## config.mk

```make
export PLATFORM = sky130hd
export DESIGN_NAME = ctrl_endpoint0
export DESIGN_NICKNAME = d
export VERILOG_FILES = /design/src/hw/usb_pkg.sv /design/src/hw/ctrl_pkg.sv /design/src/hw/ctrl_stage_fsm.sv /design/src/hw/ctrl_req_decode.sv /design/src/hw/ctrl_req_execute.sv /design/src/hw/ctrl_req_result.sv /design/src/hw/ctrl_endpoint0.sv
export SDC_FILE = /design/constraint.sdc
export NUM_CORES = 1
export LEC_CHECK = 0
export BUFFER_PORTS_ARGS = -buffer_cell sky130_fd_sc_hd__buf_4
export CAP_MARGIN = 5
export CELL_PAD_IN_SITES_DETAIL_PLACEMENT = 1
export CELL_PAD_IN_SITES_GLOBAL_PLACEMENT = 1
export CORE_MARGIN = 1.5
export CORE_UTILIZATION = 50
export DETAILED_ROUTE_END_ITERATION = 8
export PLACE_DENSITY = 0.92
export SYNTH_ARGS = -nofsm -noshare
export SYNTH_HDL_FRONTEND = slang
export SYNTH_SLANG_ARGS = --single-unit
```

## constraint.sdc

```tcl
create_clock -name clock -period 4.7 [get_ports clock]
set_clock_uncertainty 0.2 [all_clocks]
set_input_delay 0.94 -clock clock [delete_from_list [all_inputs] [get_ports clock]]
set_output_delay 0.94 -clock clock [all_outputs]
set_load 0.02 [all_outputs]
```

## src/hw/usb_pkg.sv

```systemverilog
package usb_pkg;

  // Packet identifiers as they appear on the bus
  typedef enum logic [3:0] {
    PID_OUT   = 4'b0001,
    PID_IN    = 4'b1001,
    PID_SETUP = 4'b1101,
    PID_DATA0 = 4'b0011,
    PID_DATA1 = 4'b1011,
    PID_ACK   = 4'b0010,
    PID_NAK   = 4'b1010,
    PID_STALL = 4'b1110
  } usb_pid_t;

  // Decoded token, valid together with the token strobe
  typedef struct packed {
    logic [6:0] addr;
    logic [3:0] endp;
    usb_pid_t   pid;
  } usb_token_t;

  // Byte beat from the packet decoder
  // pid carries the PID of the packet the byte belongs to
  typedef struct packed {
    logic       valid;
    logic       keep;
    logic       last;
    usb_pid_t   pid;
    logic [7:0] data;
  } usb_rx_beat_t;

  // Byte beat towards the packet encoder
  typedef struct packed {
    logic       valid;
    logic       last;
    logic [7:0] data;
  } usb_tx_beat_t;

endpackage

```

## src/hw/ctrl_pkg.sv

```systemverilog
package ctrl_pkg;

  // Number of bytes in the SETUP data packet
  localparam int SETUP_BYTES = 8;

  // Highest configuration value the device accepts
  localparam logic [7:0] MAX_CONFIG = 8'd1;

  // Bus powered, no remote wakeup
  localparam logic [15:0] STATUS_REPLY = 16'h0000;

  // SETUP packet, first byte on the bus at the top
  // Multi-byte fields hold their value, low byte arrives first
  typedef struct packed {
    logic [7:0]  rtype;
    logic [7:0]  request;
    logic [15:0] value;
    logic [15:0] index;
    logic [15:0] length;
  } setup_pkt_t;

  // Stages of a control transfer
  typedef enum logic [1:0] {
    STAGE_IDLE,
    STAGE_SETUP,
    STAGE_DATA,
    STAGE_STATUS
  } ctrl_stage_t;

  // Standard request codes handled here
  typedef enum logic [7:0] {
    REQ_GET_STATUS        = 8'd0,
    REQ_SET_ADDRESS       = 8'd5,
    REQ_GET_CONFIGURATION = 8'd8,
    REQ_SET_CONFIGURATION = 8'd9
  } std_req_t;

  // Operation handed to the execute and result blocks
  typedef enum logic [2:0] {
    OP_NONE,
    OP_GET_STATUS,
    OP_GET_CONFIG,
    OP_SET_ADDRESS,
    OP_SET_CONFIG,
    OP_UNSUPPORTED
  } req_op_t;

endpackage

```

## src/hw/ctrl_stage_fsm.sv

```systemverilog
module ctrl_stage_fsm (
  input  logic                  clock,
  input  logic                  reset,
  input  logic                  tok_recv_i,
  input  usb_pkg::usb_token_t   tok_i,
  input  usb_pkg::usb_rx_beat_t rx_i,
  input  logic                  hsk_sent_i,
  input  logic                  hsk_recv_i,
  input  logic                  timeout_i,
  input  logic [6:0]            usb_addr_i,
  input  logic                  req_error_i,
  output logic                  select_o,
  output logic                  start_o,
  output logic                  parity_o,
  output logic                  finish_o,
  output ctrl_pkg::setup_pkt_t  setup_o,
  output logic                  req_start_o
);
  import usb_pkg::*;
  import ctrl_pkg::*;

  ctrl_stage_t stage_q;
  logic        start_q;
  logic        finish_q;
  logic        parity_q;
  logic        req_start_q;
  logic [2:0]  byte_cnt_q;
  logic        setup_full_q;
  setup_pkt_t  setup_q;
  logic        open_w;
  logic        byte_w;
  logic        end_w;

  // SETUP token for this device on endpoint 0, only between cycles
  assign open_w = stage_q == STAGE_IDLE && tok_recv_i && tok_i.pid == PID_SETUP &&
                  tok_i.addr == usb_addr_i && tok_i.endp == 4'h0;

  // Accepted SETUP data byte
  assign byte_w = stage_q == STAGE_SETUP && !setup_full_q && rx_i.valid &&
                  rx_i.keep && rx_i.pid == PID_DATA0;

  // Any handshake or timeout closes the status stage
  assign end_w = stage_q == STAGE_STATUS && (hsk_sent_i || hsk_recv_i || timeout_i);

  always_ff @(posedge clock) begin
    if (reset) begin
      stage_q <= STAGE_IDLE;
    end else if (req_error_i) begin
      // Stalled request drops the cycle, no finish pulse
      stage_q <= STAGE_IDLE;
    end else begin
      case (stage_q)
        STAGE_IDLE: begin
          if (open_w) begin
            stage_q <= STAGE_SETUP;
          end
        end
        STAGE_SETUP: begin
          // OUT data is not forwarded, so set requests skip the data stage
          if (hsk_sent_i) begin
            if (setup_q.length == 16'h0000 || !setup_q.rtype[7]) begin
              stage_q <= STAGE_STATUS;
            end else begin
              stage_q <= STAGE_DATA;
            end
          end
        end
        STAGE_DATA: begin
          if (hsk_recv_i) begin
            stage_q <= STAGE_STATUS;
          end else if (timeout_i) begin
            stage_q <= STAGE_IDLE;
          end
        end
        STAGE_STATUS: begin
          if (end_w) begin
            stage_q <= STAGE_IDLE;
          end
        end
        default: stage_q <= STAGE_IDLE;
      endcase
    end
  end

  // Data toggle, DATA1 after the SETUP ack and always in status
  always_ff @(posedge clock) begin
    if (reset || req_error_i) begin
      parity_q <= 1'b0;
    end else begin
      case (stage_q)
        STAGE_IDLE:   parity_q <= 1'b0;
        STAGE_SETUP:  if (hsk_sent_i) parity_q <= 1'b1;
        STAGE_DATA:   if (hsk_recv_i) parity_q <= ~parity_q;
        STAGE_STATUS: parity_q <= 1'b1;
        default:      parity_q <= 1'b0;
      endcase
    end
  end

  // Byte counter restarts with every cycle
  always_ff @(posedge clock) begin
    if (reset || open_w) begin
      byte_cnt_q   <= 3'd0;
      setup_full_q <= 1'b0;
    end else if (byte_w) begin
      if (byte_cnt_q == 3'(SETUP_BYTES - 1)) begin
        setup_full_q <= 1'b1;
      end else begin
        byte_cnt_q <= byte_cnt_q + 3'd1;
      end
    end
  end

  // Bytes land in their field, low byte first for 16-bit fields
  always_ff @(posedge clock) begin
    if (byte_w) begin
      case (byte_cnt_q)
        3'd0: setup_q.rtype         <= rx_i.data;
        3'd1: setup_q.request       <= rx_i.data;
        3'd2: setup_q.value[7:0]    <= rx_i.data;
        3'd3: setup_q.value[15:8]   <= rx_i.data;
        3'd4: setup_q.index[7:0]    <= rx_i.data;
        3'd5: setup_q.index[15:8]   <= rx_i.data;
        3'd6: setup_q.length[7:0]   <= rx_i.data;
        default: setup_q.length[15:8] <= rx_i.data;
      endcase
    end
  end

  always_ff @(posedge clock) begin
    if (reset) begin
      start_q     <= 1'b0;
      finish_q    <= 1'b0;
      req_start_q <= 1'b0;
    end else begin
      start_q     <= open_w;
      finish_q    <= end_w;
      // One cycle after the last SETUP byte
      req_start_q <= byte_w && byte_cnt_q == 3'(SETUP_BYTES - 1);
    end
  end

  assign select_o    = stage_q != STAGE_IDLE;
  assign start_o     = start_q;
  assign parity_o    = parity_q;
  assign finish_o    = finish_q;
  assign setup_o     = setup_q;
  assign req_start_o = req_start_q;

endmodule

```

## src/hw/ctrl_req_decode.sv

```systemverilog
module ctrl_req_decode (
  input  logic                 clock,
  input  logic                 reset,
  input  logic                 req_start_i,
  input  ctrl_pkg::setup_pkt_t setup_i,
  output logic                 op_valid_o,
  output ctrl_pkg::req_op_t    op_o,
  output logic [15:0]          arg_o,
  output logic [1:0]           reply_len_o
);
  import ctrl_pkg::*;

  req_op_t     op_w;
  logic [1:0]  nat_len_w;
  logic        std_w;
  logic        dir_in_w;
  logic        op_valid_q;
  req_op_t     op_q;
  logic [15:0] arg_q;
  logic [1:0]  len_q;

  // Standard type with device recipient, either direction
  assign std_w    = setup_i.rtype[6:0] == 7'h00;
  assign dir_in_w = setup_i.rtype[7];

  always_comb begin
    op_w      = OP_UNSUPPORTED;
    nat_len_w = 2'd0;
    if (std_w) begin
      case (setup_i.request)
        REQ_GET_STATUS: begin
          op_w      = dir_in_w ? OP_GET_STATUS : OP_UNSUPPORTED;
          nat_len_w = 2'd2;
        end
        REQ_GET_CONFIGURATION: begin
          op_w      = dir_in_w ? OP_GET_CONFIG : OP_UNSUPPORTED;
          nat_len_w = 2'd1;
        end
        REQ_SET_ADDRESS:       op_w = dir_in_w ? OP_UNSUPPORTED : OP_SET_ADDRESS;
        REQ_SET_CONFIGURATION: op_w = dir_in_w ? OP_UNSUPPORTED : OP_SET_CONFIG;
        default:               op_w = OP_UNSUPPORTED;
      endcase
    end
  end

  always_ff @(posedge clock) begin
    if (reset) begin
      op_valid_q <= 1'b0;
      op_q       <= OP_NONE;
    end else begin
      op_valid_q <= req_start_i;
      if (req_start_i) begin
        op_q <= op_w;
      end
    end
  end

  // Host may ask for less than the natural reply
  always_ff @(posedge clock) begin
    if (req_start_i) begin
      arg_q <= setup_i.value;
      if (setup_i.length < {14'd0, nat_len_w}) begin
        len_q <= setup_i.length[1:0];
      end else begin
        len_q <= nat_len_w;
      end
    end
  end

  assign op_valid_o  = op_valid_q;
  assign op_o        = op_q;
  assign arg_o       = arg_q;
  assign reply_len_o = len_q;

endmodule

```

## src/hw/ctrl_req_execute.sv

```systemverilog
module ctrl_req_execute (
  input  logic              clock,
  input  logic              reset,
  input  logic              op_valid_i,
  input  ctrl_pkg::req_op_t op_i,
  input  logic [15:0]       arg_i,
  input  logic              finish_i,
  output logic [6:0]        usb_addr_o,
  output logic [7:0]        config_o,
  output logic              configured_o,
  output logic              req_error_o
);
  import ctrl_pkg::*;

  logic [6:0] addr_q;
  logic [6:0] pend_addr_q;
  logic       pend_valid_q;
  logic [7:0] config_q;
  logic       error_q;

  always_ff @(posedge clock) begin
    if (reset) begin
      addr_q       <= 7'd0;
      pend_valid_q <= 1'b0;
      config_q     <= 8'd0;
      error_q      <= 1'b0;
    end else begin
      error_q <= 1'b0;
      if (op_valid_i) begin
        // A new request drops any address left from an aborted cycle
        pend_valid_q <= 1'b0;
        case (op_i)
          OP_SET_CONFIG: begin
            if (arg_i <= {8'h00, MAX_CONFIG}) begin
              config_q <= arg_i[7:0];
            end else begin
              error_q <= 1'b1;
            end
          end
          OP_SET_ADDRESS: begin
            // Address only takes effect after the status stage
            if (arg_i[15:7] == 9'd0) begin
              pend_addr_q  <= arg_i[6:0];
              pend_valid_q <= 1'b1;
            end else begin
              error_q <= 1'b1;
            end
          end
          OP_UNSUPPORTED: error_q <= 1'b1;
          default: error_q <= 1'b0;
        endcase
      end else if (finish_i && pend_valid_q) begin
        addr_q       <= pend_addr_q;
        pend_valid_q <= 1'b0;
      end
    end
  end

  assign usb_addr_o   = addr_q;
  assign config_o     = config_q;
  assign configured_o = config_q != 8'd0;
  assign req_error_o  = error_q;

endmodule

```

## src/hw/ctrl_req_result.sv

```systemverilog
module ctrl_req_result (
  input  logic                  clock,
  input  logic                  reset,
  input  logic                  op_valid_i,
  input  ctrl_pkg::req_op_t     op_i,
  input  logic [1:0]            reply_len_i,
  input  logic [7:0]            config_i,
  input  logic                  tx_ready_i,
  input  logic                  abort_i,
  output usb_pkg::usb_tx_beat_t tx_o
);
  import ctrl_pkg::*;

  logic       valid_q;
  logic [1:0] left_q;
  logic [7:0] head_q;
  logic       load_w;
  logic       take_w;

  // Only GET requests with a non-zero reply produce beats
  assign load_w = op_valid_i && (op_i == OP_GET_STATUS || op_i == OP_GET_CONFIG) &&
                  reply_len_i != 2'd0;
  assign take_w = valid_q && tx_ready_i;

  always_ff @(posedge clock) begin
    if (reset || abort_i) begin
      valid_q <= 1'b0;
      left_q  <= 2'd0;
    end else if (load_w) begin
      valid_q <= 1'b1;
      left_q  <= reply_len_i;
    end else if (take_w) begin
      if (left_q == 2'd1) begin
        valid_q <= 1'b0;
      end
      left_q <= left_q - 2'd1;
    end
  end

  // Reply bytes, low byte of the status word goes first
  always_ff @(posedge clock) begin
    if (load_w) begin
      head_q <= op_i == OP_GET_STATUS ? STATUS_REPLY[7:0] : config_i;
    end else if (take_w) begin
      // Only the status reply has a second byte
      head_q <= STATUS_REPLY[15:8];
    end
  end

  assign tx_o.valid = valid_q;
  assign tx_o.last  = left_q == 2'd1;
  assign tx_o.data  = head_q;

endmodule

```

## src/hw/ctrl_endpoint0.sv

```systemverilog
module ctrl_endpoint0 (
  input  logic                  clock,
  input  logic                  reset,
  input  logic                  tok_recv_i,
  input  usb_pkg::usb_token_t   tok_i,
  input  usb_pkg::usb_rx_beat_t rx_i,
  input  logic                  hsk_sent_i,
  input  logic                  hsk_recv_i,
  input  logic                  timeout_i,
  input  logic                  tx_ready_i,
  output logic                  select_o,
  output logic                  start_o,
  output logic                  parity_o,
  output logic                  finish_o,
  output logic                  stall_o,
  output usb_pkg::usb_tx_beat_t tx_o,
  output logic [6:0]            usb_addr_o,
  output logic                  configured_o
);
  import ctrl_pkg::*;

  setup_pkt_t  setup;
  logic        req_start;
  logic        op_valid;
  req_op_t     op;
  logic [15:0] arg;
  logic [1:0]  reply_len;
  logic [7:0]  config_byte;
  logic        req_error;

  // Stage sequencing and SETUP capture
  ctrl_stage_fsm stage_i (
    .clock       (clock),
    .reset       (reset),
    .tok_recv_i  (tok_recv_i),
    .tok_i       (tok_i),
    .rx_i        (rx_i),
    .hsk_sent_i  (hsk_sent_i),
    .hsk_recv_i  (hsk_recv_i),
    .timeout_i   (timeout_i),
    .usb_addr_i  (usb_addr_o),
    .req_error_i (req_error),
    .select_o    (select_o),
    .start_o     (start_o),
    .parity_o    (parity_o),
    .finish_o    (finish_o),
    .setup_o     (setup),
    .req_start_o (req_start)
  );

  ctrl_req_decode decode_i (
    .clock       (clock),
    .reset       (reset),
    .req_start_i (req_start),
    .setup_i     (setup),
    .op_valid_o  (op_valid),
    .op_o        (op),
    .arg_o       (arg),
    .reply_len_o (reply_len)
  );

  ctrl_req_execute execute_i (
    .clock        (clock),
    .reset        (reset),
    .op_valid_i   (op_valid),
    .op_i         (op),
    .arg_i        (arg),
    .finish_i     (finish_o),
    .usb_addr_o   (usb_addr_o),
    .config_o     (config_byte),
    .configured_o (configured_o),
    .req_error_o  (req_error)
  );

  // Reply is dropped once the cycle is no longer selected
  ctrl_req_result result_i (
    .clock       (clock),
    .reset       (reset),
    .op_valid_i  (op_valid),
    .op_i        (op),
    .reply_len_i (reply_len),
    .config_i    (config_byte),
    .tx_ready_i  (tx_ready_i),
    .abort_i     (~select_o),
    .tx_o        (tx_o)
  );

  assign stall_o = req_error;

endmodule

```

### Word level (Yosys, flattened, before mapping)

Index checks and enable logic that the tools add are counted.

* add/subtract/negate cells: 2
* multiply operators: 0
* divide/modulo/power cells: 0
* $lt $le $gt $ge: 2
* eq/ne operators: 27
* shift operators: 0
* mux-type cells: 34
* bitwise operators: 6
* reductions and logical operators: 53

Operators by type and width (count)
* 8-bit 2-to-1 mux: 3
* 2-bit AND reduction: 11
* 3-bit equality test, second input constant: 6
* 2-bit 2-to-1 mux: 9
* 8-bit by 4-bit equality test with 1-bit output, second input constant: 2
* 16-bit by 1-bit <= comparator with 1-bit output, second input constant: 1
* 16-bit logical NOT: 1
* 16-bit by 2-bit < comparator with 1-bit output: 1
* 1-bit logical AND: 14
* 1-bit 2-to-1 mux: 13
* 3-bit by 2-bit equality test with 1-bit output, second input constant: 4
* 3-bit 2-to-1 mux: 4
* 3-bit case mux with 4 select lines: 1
* 2-bit nonzero test: 5
* 9-bit logical NOT: 1
* 8-bit by 3-bit equality test with 1-bit output, second input constant: 1
* 8-bit logical NOT: 1
* 2-bit case mux with 4 select lines: 1
* 4-bit AND reduction: 2
* 8-bit nonzero test: 1
* 7-bit equality test: 1
* 7-bit logical NOT: 1
* 1-bit logical OR: 7
* 7-bit OR reduction: 1
* other kinds (20): 32

* flip-flop bits (word level): 115
* latch bits: 0
* RAM bits: 0
* ROM bits: 0
* memories kept: 0

### Depth between registers and ports, before layout

Gate-level depths: netlist of run 1.

* depth in word-level cells: 7
* gate-level depth with buffers: 7

### Modules after synthesis

A second synthesis of run 1 with hierarchy kept.

* cell total of the unflattened synthesis: 324
* area, all modules: 4924.7 sq um

Modules (own cells, without submodules)
* ctrl_stage_fsm: instances 1, cells an instance 152, area an instance 2658.8 sq um
* ctrl_req_decode: instances 1, cells an instance 60, area an instance 880.8 sq um
* ctrl_req_execute: instances 1, cells an instance 72, area an instance 877.1 sq um
* ctrl_req_result: instances 1, cells an instance 39, area an instance 504.2 sq um
* ctrl_endpoint0: instances 1, cells an instance 1, area an instance 3.8 sq um

### Least setup slack after synthesis of run 1

Ideal clock, no wire load.

* path type: input to register
* start point: in rx_i[11] in the netlist's numbering
* end point: reg stage_i.setup_q, in the netlist stage_i.setup_o[10] (enable)
* arrival: 2.430 ns
* path slack: 1.687 ns
* stages on the path: 4
* path buffers: 0
* path through: or4b_4 > nor3_2 > nand2_1 > nor3_1

* cells in the longest elaborated chain, start to end: 3

RTL lines
* start, declared: line ctrl_endpoint0.sv:6 `input usb_pkg::usb_rx_beat_t rx_i,`
* 4-bit by 2-bit equality test with 1-bit output: line ctrl_stage_fsm.sv:40 `rx_i.keep && rx_i.pid == PID_DATA0;`
* 1-bit logical AND: line ctrl_stage_fsm.sv:40
* 2-bit AND reduction (no line)
* end, declared: line ctrl_stage_fsm.sv:29 `setup_pkt_t setup_q;`

Every way passes these cells.
A chain may end at the register's enable or synchronous reset.

### Final worst setup path of run 1

* start point: reg stage_i.setup_q, in the netlist stage_i.setup_o[53]
* end point: reg decode_i.len_q[1] (netlist: decode_i.reply_len_o[1]), data pin

* cells in the longest elaborated chain, start to end: 5
* elaborated cells between the ends (all ways): 6

RTL lines
* 8-bit by 4-bit equality test with 1-bit output / 8-bit logical NOT (equally long branches): line ctrl_req_decode.sv:30 `case (setup_i.request)`
* 2-bit case mux with 2 select lines *: line ctrl_req_decode.sv:30
* 2-bit 2-to-1 mux *: line ctrl_req_decode.sv:29 `if (std_w) begin`
* 16-bit by 2-bit < comparator with 1-bit output: line ctrl_req_decode.sv:62 `if (setup_i.length < {14'd0, nat_len_w}) begin`
* 2-bit 2-to-1 mux *: line ctrl_req_decode.sv:62
* end signal, assigned: line ctrl_req_decode.sv:63 `len_q <= setup_i.length[1:0];`
* end signal, assigned: line ctrl_req_decode.sv:65 `len_q <= nat_len_w;`
* end, declared: line ctrl_req_decode.sv:20 `logic [1:0] len_q;`

Every way passes the cells marked *; elsewhere a longest branch is shown, timed or not.

==> flow_summary.toml, run 1 <==
[sta]
finalWorstSetupSlack_ns = 1.68
rsz0062_at_grt = "false"
max_slew_margin = 0.300
slew_at_the_pin_with_the_worst_max_slew_slack_ns = 1.04
final_max_slew_viol_count = 0
post-route-min-period_ns = 3.02
number_of_endpoints_failing_setup_at_the_final_stage = 0
timing_hold_violations_final = 0
period_share = 0.643
max_freq_ghz = 0.331
final_total_negative_setup_slack_ns = 0

[clock_network]
cts.repair_timing.setup_buffer_count = 0
tritoncts_clock_tree = "yes"
maximum_clock_insertion_buffer_count = 2
numClockSinks = 115
cts_inserted_buffers = 17
clock_latency_on_the_worst_skew_pair_ns = 0.51
worst_setup_hold_path_clk_slew_ns = 0.06
cts_root_buf = "sky130_fd_sc_hd__clkbuf_8"
ctsHoldBuffers = 0
htree_num_levels = 4
post_cts_resized = 0

[final_layout]
nFillCells = 839
n_antenna_cell = 0
area_growth_syn_to_layout_pct = 24.9
nets = 421
final_layout_size_suffix_gt1_frac = 0.257

[yosys]
synth_top_cell_area_share = 0.553
synth_enable_flop_cells = 81
synth_area_mm2 = 0.00440
yosysMostFrequentCell = "sky130_fd_sc_hd__edfxtp_1"
post_synth.cell_area_avg_um2 = 14.4
ys_ff_latch = 115
synth.top_cells.by_count = "sky130_fd_sc_hd__edfxtp_1, sky130_fd_sc_hd__dfxtp_1, sky130_fd_sc_hd__nor2_1"
synthTopCellsByArea = "sky130_fd_sc_hd__edfxtp_1, sky130_fd_sc_hd__dfxtp_1, sky130_fd_sc_hd__mux2i_1"
syn_inst = 305
net_count_after_synthesis = 350
ys.flop_type = "sky130_fd_sc_hd__edfxtp_1"
synthesis.yosys.warnings = 0
synth_seq_area_share = 0.708
synth.lib_cells_used.distinct = 51
synthDominantAreaCellType = "sky130_fd_sc_hd__edfxtp_1"
synth_async_sr_flop_share = 0

[critical_path]
crit_path_max_incr_delay_ns = 0.48
start_kind = "flop"
path_class = "flop to flop"
critPathSlowestCell = "sky130_fd_sc_hd__nor4_1"
critPathBufInv = 1
cp_data_arrival_time_ns = 3.08
cp_top_family = "simple AND/OR/NAND/NOR gates"
chain_of_cells_forming_the_critical_path = "nor4_1, nand3_1, nor4_1, inv_1, ha_1, or3b_1, a221o_1"
crit_fanout = 5
timing.critical_path.to_type = "flop"
critical-path-top-cell-by-count = "sky130_fd_sc_hd__nor4_1"
req_time_crit_path_ns = 4.75

[floorplan]
floorplan.initialDensity = 0.509
rows = 34
design.core.area_mm2 = 0.00864
die-area_mm2 = 0.00937
height_of_the_die_um = 96.8
die_w_um = 96.8
ioPinCount = 60

[global_route]
globalRoute.totalOverflow = 0
grt_antenna_before_repair = 0
first_global_vias = 3034
grt_max_degree = 25
grtUsageTotal = 0.225
grt_first_pass_wirelength_um = 15700

[route]
first_iter_violations = 97
drt_pass1_iterations = 4
wirelength_per_cell_um = 19.8
total_wire_length_um = 9830
drc_errors = 0
detailroute.via_count = 2760
vias_per_cell = 5.55
antenna_left = 0

[power_and_ir_drop]
power_density_mw_per_mm2 = 422
static-leakage-power_nw = 2.04
vdd_ir_drop_max_mv = 0.332

[hold_path]
worstHoldPathType = "flop to flop"

[place]
post-place-ws_ns = 1.27
place_hpwl_um = 6490
numPortBuffers = 58
finalWeightedCongestion = 0.728

[outcome]
run_status = "complete, no violations"

[job]
max-cap-violations = 0
where the power goes:
| group | switching [mW] | leakage [nW] | internal (mW) | total, mW |
|---|---|---|---|---|
| clock network | 0.434 | 0.269 | 0.761 | 1.19 |
| registers | 0.00000204 | 1.02 | 1.08 | 1.08 |
| logic | 0.0221 | 0.749 | 0.0230 | 0.0451 |
| total | 0.456 | 2.04 | 1.86 | 2.32 |
state kept, by name, summed over array words and instances, names as in the netlist:
register and count:
decode_i.arg_o 16, decode_i.op_o 3, decode_i.op_valid_o 1, decode_i.reply_len_o 2
execute_i.config_o 8, execute_i.pend_addr_q 7, execute_i.pend_valid_q 1, execute_i.req_error_o 1
execute_i.usb_addr_o 7, result_i.head_q 8, result_i.left_q 2, result_i.valid_q 1
stage_i.byte_cnt_q 3, stage_i.finish_o 1, stage_i.parity_o 1, stage_i.req_start_o 1
stage_i.setup_full_q 1, stage_i.setup_o 48, stage_i.stage_q 2, stage_i.start_o 1
metrics by stage:
| stage | instances | cell area (um^2) | hold slack [ns] | power [mW] | util |
|---|---|---|---|---|---|
| 2_1_floorplan | 305 | 4400 | 0.200 | 1.11 | - |
| 3_3_place_gp | 465 | 4940 | 0.205 | 1.14 | 0.572 |
| 3_5_place_dp | 465 | 4940 | 0.209 | 1.14 | 0.572 |
| 4_1_cts | 497 | 5490 | 0.220 | 2.33 | 0.636 |
| 5_1_grt | 497 | 5490 | 0.220 | 2.38 | 0.636 |
| 6_report | 497 | 5490 | 0.217 | 2.32 | 0.636 |
worst reg2reg max path, stage by stage, from the launching register on:
cell	delay [ns]
sky130_fd_sc_hd__edfxtp_1	0.36
sky130_fd_sc_hd__nor4_1	0.32
sky130_fd_sc_hd__nand3_1	0.24
sky130_fd_sc_hd__nor4_1	0.48
sky130_fd_sc_hd__inv_1	0.12
sky130_fd_sc_hd__ha_1	0.31
sky130_fd_sc_hd__or3b_1	0.38
sky130_fd_sc_hd__a221o_1	0.35
metal layers:
| metal | global-route usage | vias up | routed length, um | part of all wire |
|---|---|---|---|---|
| li1 | - | 1292 | - | - |
| met1 | 0.233 | 1379 | 3750 | 0.38 |
| met2 | 0.420 | 71 | 5460 | 0.56 |
| met3 | 0.0694 | 18 | 391 | 0.040 |
| met4 | 0.0847 | 0 | 222 | 0.023 |
| met5 | 0 | - | 0 | 0 |
worst paths after layout:
path | slack (ns) | depth (start not counted) | to | start
max | 1.68 | 7 | decode_i.reply_len_o[1] | stage_i.setup_o[53]
min | 0.22 | 0 | decode_i.arg_o[12] | stage_i.setup_o[44]
max reg2reg | 1.68 | 7 | decode_i.reply_len_o[1] | stage_i.setup_o[53]
min reg2reg | 0.22 | 0 | decode_i.arg_o[12] | stage_i.setup_o[44]
cell usage in the layout, fill, tap and decap left out, types with 9 or more instances in the layout:
cell type,count
sky130_fd_sc_hd__clkbuf_16,16
sky130_fd_sc_hd__a21oi_1,11
sky130_fd_sc_hd__and2_1,16
sky130_fd_sc_hd__buf_4,58
sky130_fd_sc_hd__edfxtp_1,81
sky130_fd_sc_hd__inv_1,11
sky130_fd_sc_hd__dfxtp_1,34
sky130_fd_sc_hd__nor2_1,22
sky130_fd_sc_hd__mux2i_1,11
sky130_fd_sc_hd__nor3_1,9
sky130_fd_sc_hd__nor4_1,13
sky130_fd_sc_hd__nand2_1,9
final cells by class:
cell class	instances	area [um^2]	area share
sequential	115	3110	0.567
tap	108	135	0.0246
clock inverter	11	113	0.0205
inverter	12	45.0	0.00820
timing repair buffer	58	435	0.0793
clock buffer	21	439	0.0799
multi-input combinational	172	1210	0.221
kinds of logic (layout without fill, tap and decap cells):
logic type	Yosys count	count (layout)	share of synthesized area
fa+ha+maj	8	8	0.0228
buf+inv	18	102	0.0162
xor+xnor	12	12	0.0239
mux	12	12	0.0276
simple gates	110	110	0.155
compound gates	30	30	0.0469
flops	115	115	0.708
Power figures use the tool's default switching activity.
==> run 2: changes to the inputs <==
--- a/config.mk
+++ b/config.mk
@@ -10,9 +10,9 @@
 export CELL_PAD_IN_SITES_DETAIL_PLACEMENT = 1
 export CELL_PAD_IN_SITES_GLOBAL_PLACEMENT = 1
 export CORE_MARGIN = 1.5
-export CORE_UTILIZATION = 50
+export CORE_UTILIZATION = 47
 export DETAILED_ROUTE_END_ITERATION = 8
-export PLACE_DENSITY = 0.92
+export PLACE_DENSITY = 0.88
 export SYNTH_ARGS = -nofsm -noshare
 export SYNTH_HDL_FRONTEND = slang
 export SYNTH_SLANG_ARGS = --single-unit
==> constraint.sdc (replaced) <==
create_clock -name clock -period 2.9 [get_ports clock]
set_clock_uncertainty 0.2 [all_clocks]
set_input_delay 0.58 -clock clock [delete_from_list [all_inputs] [get_ports clock]]
set_output_delay 0.58 -clock clock [all_outputs]
set_load 0.02 [all_outputs]
==> flow_summary.toml, run 2 (same netlist as run 1, synthesis figures left out) <==
[global_route]
grt_first_pass_wirelength_um = 15700
grt_max_degree = 25
globalRoute.totalOverflow = 0
first_global_vias = 3015
grtUsageTotal = 0.217
grt_antenna_before_repair = 0

[floorplan]
floorplan.initialDensity = 0.481
rows = 35
height_of_the_die_um = 99.7
die_w_um = 99.7
design.core.area_mm2 = 0.00915
die-area_mm2 = 0.00995
ioPinCount = 60

[final_layout]
nFillCells = 884
flip_flop_count_of_the_largest_register_after_layout = 48
layout_common_cells = "sky130_fd_sc_hd__edfxtp_1, sky130_fd_sc_hd__buf_4, sky130_fd_sc_hd__dfxtp_1"
n_antenna_cell = 0
final_layout_size_suffix_gt1_frac = 0.265
stdcell_count = 504
nets = 425
design_area_mm2 = 0.00556
layout.cells.most_common = "sky130_fd_sc_hd__edfxtp_1"
area_growth_syn_to_layout_pct = 26.5

[place]
total_instance_count_after_detailed_placement = 472
place_hpwl_um = 6860
dpl_cell_area_mm2 = 0.00498
numPortBuffers = 58
finalWeightedCongestion = 0.770

[clock_network]
clock_latency_on_the_worst_skew_pair_ns = 0.51
tritoncts_clock_tree = "yes"
numClockSinks = 115
ctsHoldBuffers = 0
cts_root_buf = "sky130_fd_sc_hd__clkbuf_8"
cts_inserted_buffers = 17
worst_setup_hold_path_clk_slew_ns = 0.06
maximum_clock_insertion_buffer_count = 2
htree_num_levels = 4

[critical_path]
timing.critical_path.to_type = "flop"
crit_path_max_incr_delay_ns = 0.40
cp_data_arrival_time_ns = 2.72
crit_fanout = 2
critPathSlowestCell = "sky130_fd_sc_hd__or3b_1"
path_class = "flop to flop"
worst-r2r-setup-slack_ns = 0.24
req_time_crit_path_ns = 2.95
chain_of_cells_forming_the_critical_path = "nor4_1, nand3_1, nor4_2, inv_1, ha_1, or3b_1, a221o_1"
start_kind = "flop"

[sta]
slew_at_the_pin_with_the_worst_max_slew_slack_ns = 0.619
max_freq_ghz = 0.376
timing_hold_violations_final = 0
final_total_negative_setup_slack_ns = 0
hold-worst-slack_ns = 0.108
final_max_slew_viol_count = 0
rsz0062_at_grt = "false"
period_share = 0.918
post-route-min-period_ns = 2.66
max_slew_margin = 0.584
number_of_endpoints_failing_setup_at_the_final_stage = 0

[route]
antenna_left = 0
detailroute.via_count = 2797
total_wire_length_um = 9960
drc_errors = 0
drt_pass1_iterations = 4
vias_per_cell = 5.55
first_iter_violations = 96
wirelength_per_cell_um = 19.8

[power_and_ir_drop]
vdd_ir_drop_max_mv = 0.372
power_density_mw_per_mm2 = 688
static-leakage-power_nw = 2.07

[hold_path]
worstHoldPathType = "input pin to flop"

[job]
max-cap-violations = 0

[outcome]
run_status = "complete, no violations"
[run 2: what timing repair did]
| action | in CTS | in global routing |
|---|---|---|
| resized for setup | 0 | 1 |
| buffers inserted | 0 | 0 |
| setup endpoints to repair | 0 | 1 |
[run 2: worst max-delay path, delay by kind of cell, from the launching register on]
kind	cells	cell delay [ns]
AO/OA/AOI/OAI	1	0.33
AND/OR/NAND/NOR	4	1.10
buffers and inverters	1	0.08
adder cells (fa/ha/maj)	1	0.31
flip-flops	1	0.38
[run 2: final timing paths]
path                       startpoint                       to  depth (start not counted)
setup / recovery  stage_i.setup_o[53]  decode_i.reply_len_o[1]                          7
hold / removal                rx_i[2]      stage_i.setup_o[50]                          1
setup reg to reg  stage_i.setup_o[53]  decode_i.reply_len_o[1]                          7
hold reg to reg   stage_i.setup_o[40]        decode_i.arg_o[8]                          0
[run 2: layout make-up]
cell class,count,area [um^2],area share
Sequential cell,115,3110,0.560
Multi-Input combinational cell,172,1220,0.219
Clock buffer,23,478,0.0859
Timing Repair Buffer,62,465,0.0837
Tap cell,111,139,0.0250
Clock inverter,9,103,0.0184
Inverter,12,45.0,0.00810
[run 2: through the flow]
| step | utilization | power (mW) | setup WS [ns] |
|---|---|---|---|
| CTS | 0.607 | 3.86 | 0.111 |
| global route | 0.608 | 3.94 | 0.00919 |
| finish | 0.608 | 3.83 | 0.238 |
| detailed placement | 0.544 | 1.85 | 0.154 |
| floorplan | - | 1.80 | 0.247 |
| global placement | 0.544 | 1.85 | 0.292 |
[run 2: routing by layer]
layer / vias up / routed length, um / global-route usage
li1: 1303 / - / -
met1: 1388 / 3800 / 0.224
met2: 94 / 5560 / 0.406
met3: 12 / 485 / 0.0675
met4: 0 / 116 / 0.0867
met5: - / 0 / 0
[run 2: power by group]
part	internal (mW)	total, mW	switching [mW]
Sequential	1.75	1.75	0.00000338
Combinational	0.0377	0.0733	0.0356
Clock	1.31	2.01	0.695
Total	3.10	3.83	0.731
